<file path="config.mk">
export PLATFORM = sky130hd
export DESIGN_NAME = divTop
export DESIGN_NICKNAME = d
export VERILOG_FILES = /design/src/hw/divPkg.sv /design/src/hw/divSequencer.sv /design/src/hw/divTop.sv /design/src/hw/quotientUnit.sv /design/src/hw/remainderUnit.sv /design/src/hw/resultSelect.sv
export SDC_FILE = /design/constraint.sdc
export NUM_CORES = 1
export LEC_CHECK = 0
export BUFFER_PORTS_ARGS = -buffer_cell sky130_fd_sc_hd__buf_2
export CORE_UTILIZATION = 45
export DETAILED_ROUTE_END_ITERATION = 8
export GPL_TIMING_DRIVEN = 0
export HOLD_SLACK_MARGIN = 0.12
export PLACE_DENSITY = 0.72
export RECOVER_POWER = 25
export SLEW_MARGIN = 0
export SYNTH_ARGS = -nofsm -noshare
export SYNTH_HDL_FRONTEND = slang
export SYNTH_SLANG_ARGS = --single-unit
</file>
<file path="constraint.sdc">
create_clock -name clk -period 2.3 [get_ports clk]
set_input_delay 0.46 -clock clk [delete_from_list [all_inputs] [get_ports clk]]
set_output_delay 0.46 -clock clk [all_outputs]
set_load 0.02 [all_outputs]
</file>
<file path="src/hw/divPkg.sv">
`default_nettype none

package divPkg;

    // Operand width used by the top level
    parameter int DivWidth = 8;

    // Dividend, divisor, quotient or remainder
    typedef logic [DivWidth-1:0] wordT;

    // Signed partial remainder, one extra bit for the sign
    typedef logic [DivWidth:0] partialT;

    typedef enum logic [1:0] {
        Idle,
        Load,
        Iterate,
        Finish
    } seqStateT;

endpackage

`default_nettype wire

</file>
<file path="src/hw/divSequencer.sv">
`timescale 1ns/1ps
`default_nettype none

module divSequencer
    import divPkg::*;
#(
    parameter int dataWidth = DivWidth
) (
    input  wire  clk,
    input  wire  rst,
    input  wire  start,
    output logic busy,
    output logic done,
    output logic load,
    output logic iterate,
    output logic finish
);

    localparam int stepWidth = $clog2(dataWidth + 1);

    seqStateT state;
    logic [stepWidth-1:0] stepCount;
    logic lastStep;

    assign lastStep = (stepCount == stepWidth'(dataWidth - 1));

    // Operands are taken on the accepting edge itself
    assign load    = (state == Idle) && start;
    assign iterate = (state == Iterate);
    assign finish  = (state == Finish);
    assign busy    = (state != Idle);

    always_ff @(posedge clk or posedge rst) begin
        if (rst) begin
            state     <= Idle;
            stepCount <= '0;
            done      <= 1'b0;
        end else begin
            done <= finish; // Lines up with result update
            case (state)
                Idle: begin
                    if (start) begin
                        state <= Load;
                    end
                end
                Load: begin
                    stepCount <= '0;
                    state     <= Iterate;
                end
                Iterate: begin
                    stepCount <= stepCount + 1'b1;
                    if (lastStep) begin
                        state <= Finish;
                    end
                end
                Finish: begin
                    state <= Idle;
                end
                default: begin
                    state <= Idle;
                end
            endcase
        end
    end

    stepBound: assert property (@(posedge clk) disable iff (rst)
        stepCount <= stepWidth'(dataWidth))
        else $error("step counter past dataWidth");

    loadFromIdle: assert property (@(posedge clk) disable iff (rst)
        load |-> (state == Idle) ##1 (state == Load))
        else $error("load outside of Idle exit");

endmodule

`default_nettype wire

</file>
<file path="src/hw/divTop.sv">
`timescale 1ns/1ps
`default_nettype none

module divTop
    import divPkg::*;
#(
    parameter int dataWidth = DivWidth
) (
    input  wire  clk,
    input  wire  rst,
    input  wire  start,
    input  wordT dividend,
    input  wordT divisor,
    output logic busy,
    output logic done,
    output wordT quotient,
    output wordT remainder
);

    logic    load;
    logic    iterate;
    logic    finish;
    logic    shiftOut;
    logic    quotientBit;
    partialT partial;
    wordT    heldDivisor;
    wordT    quotientRaw;
    wordT    dividendSeen;

    // Kept for the divide by zero result
    always_ff @(posedge clk or posedge rst) begin
        if (rst) begin
            dividendSeen <= '0;
        end else if (load) begin
            dividendSeen <= dividend;
        end
    end

    divSequencer #(
        .dataWidth(dataWidth)
    ) i_divSequencer (
        .clk    (clk),
        .rst    (rst),
        .start  (start),
        .busy   (busy),
        .done   (done),
        .load   (load),
        .iterate(iterate),
        .finish (finish)
    );

    remainderUnit #(
        .dataWidth(dataWidth)
    ) i_remainderUnit (
        .clk        (clk),
        .rst        (rst),
        .load       (load),
        .iterate    (iterate),
        .divisor    (divisor),
        .shiftIn    (shiftOut),
        .quotientBit(quotientBit),
        .partial    (partial),
        .heldDivisor(heldDivisor)
    );

    quotientUnit #(
        .dataWidth(dataWidth)
    ) i_quotientUnit (
        .clk        (clk),
        .rst        (rst),
        .load       (load),
        .iterate    (iterate),
        .dividend   (dividend),
        .quotientBit(quotientBit),
        .shiftOut   (shiftOut),
        .quotientRaw(quotientRaw)
    );

    resultSelect #(
        .dataWidth(dataWidth)
    ) i_resultSelect (
        .clk         (clk),
        .rst         (rst),
        .finish      (finish),
        .partial     (partial),
        .heldDivisor (heldDivisor),
        .quotientRaw (quotientRaw),
        .dividendSeen(dividendSeen),
        .quotient    (quotient),
        .remainder   (remainder)
    );

endmodule

`default_nettype wire

</file>
<file path="src/hw/quotientUnit.sv">
`timescale 1ns/1ps
`default_nettype none

module quotientUnit
    import divPkg::*;
#(
    parameter int dataWidth = DivWidth
) (
    input  wire                  clk,
    input  wire                  rst,
    input  wire                  load,
    input  wire                  iterate,
    input  wire  [dataWidth-1:0] dividend,
    input  wire                  quotientBit,
    output logic                 shiftOut,
    output logic [dataWidth-1:0] quotientRaw
);

    // Dividend bits leave the top as quotient bits enter the bottom
    logic [dataWidth-1:0] shiftReg;

    assign shiftOut    = shiftReg[dataWidth-1];
    assign quotientRaw = shiftReg;

    always_ff @(posedge clk or posedge rst) begin
        if (rst) begin
            shiftReg <= '0;
        end else if (load) begin
            shiftReg <= dividend;
        end else if (iterate) begin
            shiftReg <= {shiftReg[dataWidth-2:0], quotientBit};
        end
    end

endmodule

`default_nettype wire

</file>
<file path="src/hw/remainderUnit.sv">
`timescale 1ns/1ps
`default_nettype none

module remainderUnit
    import divPkg::*;
#(
    parameter int dataWidth = DivWidth
) (
    input  wire                  clk,
    input  wire                  rst,
    input  wire                  load,
    input  wire                  iterate,
    input  wire  [dataWidth-1:0] divisor,
    input  wire                  shiftIn,
    output logic                 quotientBit,
    output logic [dataWidth:0]   partial,
    output logic [dataWidth-1:0] heldDivisor
);

    logic [dataWidth:0] shifted;
    logic [dataWidth:0] nextPartial;
    logic [dataWidth:0] divisorExt;

    assign divisorExt = {1'b0, heldDivisor};
    assign shifted    = {partial[dataWidth-1:0], shiftIn}; // 2P + next dividend bit

    // Old sign picks add or subtract, wraps but lands in range
    always_comb begin
        if (partial[dataWidth]) begin
            nextPartial = shifted + divisorExt;
        end else begin
            nextPartial = shifted - divisorExt;
        end
    end

    assign quotientBit = ~nextPartial[dataWidth];

    always_ff @(posedge clk or posedge rst) begin
        if (rst) begin
            partial     <= '0;
            heldDivisor <= '0;
        end else if (load) begin
            partial     <= '0;
            heldDivisor <= divisor;
        end else if (iterate) begin
            partial <= nextPartial;
        end
    end

    loadClears: assert property (@(posedge clk) disable iff (rst)
        load |=> (partial == '0))
        else $error("partial remainder not cleared by load");

endmodule

`default_nettype wire

</file>
<file path="src/hw/resultSelect.sv">
`timescale 1ns/1ps
`default_nettype none

module resultSelect
    import divPkg::*;
#(
    parameter int dataWidth = DivWidth
) (
    input  wire                  clk,
    input  wire                  rst,
    input  wire                  finish,
    input  wire  [dataWidth:0]   partial,
    input  wire  [dataWidth-1:0] heldDivisor,
    input  wire  [dataWidth-1:0] quotientRaw,
    input  wire  [dataWidth-1:0] dividendSeen,
    output logic [dataWidth-1:0] quotient,
    output logic [dataWidth-1:0] remainder
);

    logic [dataWidth:0] corrected;
    logic divByZero;

    assign divByZero = (heldDivisor == '0);

    // Negative remainder needs one restoring add
    always_comb begin
        if (partial[dataWidth]) begin
            corrected = partial + {1'b0, heldDivisor};
        end else begin
            corrected = partial;
        end
    end

    always_ff @(posedge clk or posedge rst) begin
        if (rst) begin
            quotient  <= '0;
            remainder <= '0;
        end else if (finish) begin
            if (divByZero) begin
                quotient  <= '1;
                remainder <= dividendSeen;
            end else begin
                quotient  <= quotientRaw;
                remainder <= corrected[dataWidth-1:0];
            end
        end
    end

    remBelowDivisor: assert property (@(posedge clk) disable iff (rst)
        (finish && !divByZero) |=> (remainder < heldDivisor))
        else $error("remainder not below divisor");

endmodule

`default_nettype wire

</file>
==> results.py <==
metrics = {
    "place": {
        "place.gp.congestion": 0.879,
        "dpl.hpwl_mm": 5.74,
        "portBuffers": 36,
    },
    "cts": {
        "cts_tree": "yes",
        "clk_latency_ps": 320,
        "clkTransAtPathRegs_ps": 110,
        "numCtsBuffers": 5,
        "h-tree-depth": 2,
        "clk_path_buf_depth": 2,
        "root_buffer": "clkbuf_8",
        "cts.sinks": 56,
    },
    "grt": {
        "grt_pass1_wl_mm": 13.6,
        "grt_start_max_net_pins": 43,
        "grt-ovfl-total": 0,
        "grt_antenna_before_repair": 0,
        "track_usage_pct": 23.3,
        "grt_pass1_vias": 2806,
    },
    "synthesis": {
        "synth_edf_count": 0,
        "syn_inst": 362,
        "synth.avg_cell_area_um2": 9.06,
        "syn_nets": 406,
        "synth_ff_type": "dfrtp_1",
        "synthTopCellsByArea": "dfrtp_1, ha_1, nand2_1",
        "yosysTopAreaCell": "dfrtp_1",
        "async_flop_share_pct": 100,
        "postSynthRegisterBits": 56,
        "synth_top_area_share_pct": 42.7,
        "synth_area_um2": 3280,
        "yosysWarningCount": 0,
        "seq_area_frac_synth_pct": 42.7,
        "synthDistinctLibCells": 45,
    },
    "setup_path": {
        "end_kind": "flop",
        "cp_num_buf_inv": 1,
        "critPathMaxFanout": 4,
        "path_cells": "buf_6, nor3_4, nor2_1, xor2_1, ha_1, a21oi_2, o21ai_2, o41ai_4, xnor2_2, o21ba_2",
        "critical-path-top-delay-family": "compound AO/OA/AOI/OAI gates",
        "rrSetupSlack_ps": -160,
        "criticalPathCategory": "reg2reg",
        "cp.required_ps": 2520,
        "critPathSlowestCell": "dfrtp_1",
        "cp.arrival_ps": 2680,
        "start_kind": "flop",
        "crit_path_max_incr_delay_ps": 430,
    },
    "outcome": {
        "status": "complete, but fails checks",
        "violations": "negative setup slack",
    },
    "drt": {
        "routedWlPerCell_um": 16.5,
        "num_vias": 2903,
        "first_pass_iters": 4,
        "drt_iter0_markers": 189,
        "routed_wl_mm": 8.68,
        "drt-vias-per-instance": 5.53,
        "route.detailed.drc": 0,
        "final_antenna_net_count": 0,
    },
    "timing": {
        "setup_viol": 4,
        "fin_skew_ps": 10.8,
        "layout_setup_ws_ps": -159,
        "final_min_period_over_clock_period_pct": 107,
        "slew_viol_final": 0,
        "finalHoldViolations": 0,
        "max_freq_ghz": 0.407,
        "rsz0062_at_grt": "true",
        "holdWs_ps": 322,
        "finalSetupTns_ps": -404,
        "relSlewSlack_pct": 50.3,
        "finalCriticalPeriod_ps": 2460,
        "tightest_slew_ps": 746,
    },
    "floorplanning": {
        "rows": 30,
        "fp.dieW_um": 87.4,
        "start_util_pct": 47.5,
        "die-area_um2": 7640,
        "core_area_um2": 6910,
        "dieHeight_um": 87.4,
        "ios": 37,
    },
    "finish": {
        "post-route-util_pct": 59.5,
        "num-nets-final": 472,
        "area.growth.synth_to_final_pct": 25.2,
        "antenna_cells": 0,
        "drive_gt1_share_pct": 27.5,
    },
    "worst_hold_path": {
        "min_path_type": "in2reg",
    },
    "flow_run": {
        "cap_violations": 0,
    },
}
[logic make-up after synthesis]
family,count (synthesis),synth area share (%)
xor gates and xnor gates,13,3.47
DFF,56,42.7
muxes,18,5.68
buffers and inverters,35,4.12
adders and majority gates,25,9.99
and+or+nand+nor,131,18.0
AOI/OAI and AO/OA,84,16.0
[final timing paths]
kind                                                start                        endpoint  depth (start not counted)
max                        i_remainderUnit.heldDivisor[0]      i_remainderUnit.partial[8]                         10
min                                            divisor[3]  i_remainderUnit.heldDivisor[3]                          3
max reg2reg                i_remainderUnit.heldDivisor[0]      i_remainderUnit.partial[8]                         10
min reg2reg                   i_divSequencer.stepCount[3]     i_divSequencer.stepCount[3]                          1
max in group asynchronous                             rst  i_remainderUnit.heldDivisor[2]                          4
min in group asynchronous                             rst      i_resultSelect.quotient[1]                          3
[worst reg2reg max path, stage by stage, from the launching register on]
cell and delay (ps):
dfrtp_1 430, buf_6 150, nor3_4 230, nor2_1 80, xor2_1 170, ha_1 370, a21oi_2 180, o21ai_2 120
o41ai_4 290, xnor2_2 140, o21ba_2 210
[metal layers]
metal	GRT usage (%)	up-vias	wire length, µm
li1	-	1384	-
met5	0	-	0
met4	7.45	0	235
met1	29.0	1418	3710
met3	3.60	19	340
met2	41.1	82	4390
[registers in the layout, summed over array words and instances (netlist names)]
signal and cells:
i_quotientUnit.quotientRaw 8, i_divSequencer.stepCount 4, i_divSequencer.done 1, i_resultSelect.remainder 8
i_remainderUnit.partial 9, dividendSeen 8, i_resultSelect.quotient 8, i_divSequencer.state 2
i_remainderUnit.heldDivisor 8
[synthesized netlist by cell type (6+ instances only)]
| cell type | number |
|---|---|
| dfrtp_1 | 56 |
| a21oi_1 | 15 |
| nor2_1 | 37 |
| nand2_1 | 58 |
| clkbuf_1 | 13 |
| a31oi_1 | 6 |
| mux2i_1 | 13 |
| o21ai_0 | 29 |
| xor2_1 | 10 |
| inv_1 | 18 |
| nor3_1 | 6 |
| a211oi_1 | 9 |
| ha_1 | 23 |
| nand3_1 | 8 |
[cell type report]
cell class / count / area [µm²]
Clock inverter: 3 / 25.0
Tap cell: 96 / 120
Clock buffer: 5 / 68.8
Inverter: 18 / 67.6
Buffer: 17 / 75.1
Sequential cell: 56 / 1400
Fill cell: 608 / 2800
Timing Repair Buffer: 59 / 363
Multi-Input combinational cell: 271 / 1980
[placed cells by master (no fill, tap or decap), types with 3 or more instances in the layout]
cell type / netlist / routed
a211oi_1: 9 / 6
a21o_1: 4 / 4
a21oi_1: 15 / 12
a21oi_2: 0 / 3
a31oi_1: 6 / 6
buf_2: 3 / 39
buf_4: 0 / 20
clkbuf_1: 13 / 11
clkbuf_8: 0 / 5
dfrtp_1: 56 / 54
ha_1: 23 / 16
ha_4: 0 / 5
inv_1: 18 / 15
inv_2: 0 / 3
mux2_2: 5 / 4
mux2i_1: 13 / 13
nand2_1: 58 / 58
nand2b_1: 4 / 3
nand3_1: 8 / 8
nor2_1: 37 / 36
nor3_1: 6 / 5
o21a_1: 4 / 4
o21ai_0: 29 / 26
or3_1: 3 / 3
xor2_1: 10 / 9
[through the flow]
stage                     instance area [µm²]  std cells  setup slack, ps
after global routing                     4110        525             -202
after CTS                                3910        519             -190
after detailed placement                 3600        495             -448
final                                    4110        525             -159
after floorplan                          3280        362            -30.9
after global placement                   3580        494             -408
[timing repair]
item / CTS / global route
hold buffers: 1 / 0
resized for setup: 25 / 31
endpoints found under the hold margin: 14 / 0
pin swaps: 19 / 20
buffers inserted: 15 / 6
setup endpoints to repair: 7 / 11
Power is left out: the tool's default activity adds up to more than one toggle a clock period on the data nets, which glitch-free logic cannot reach.
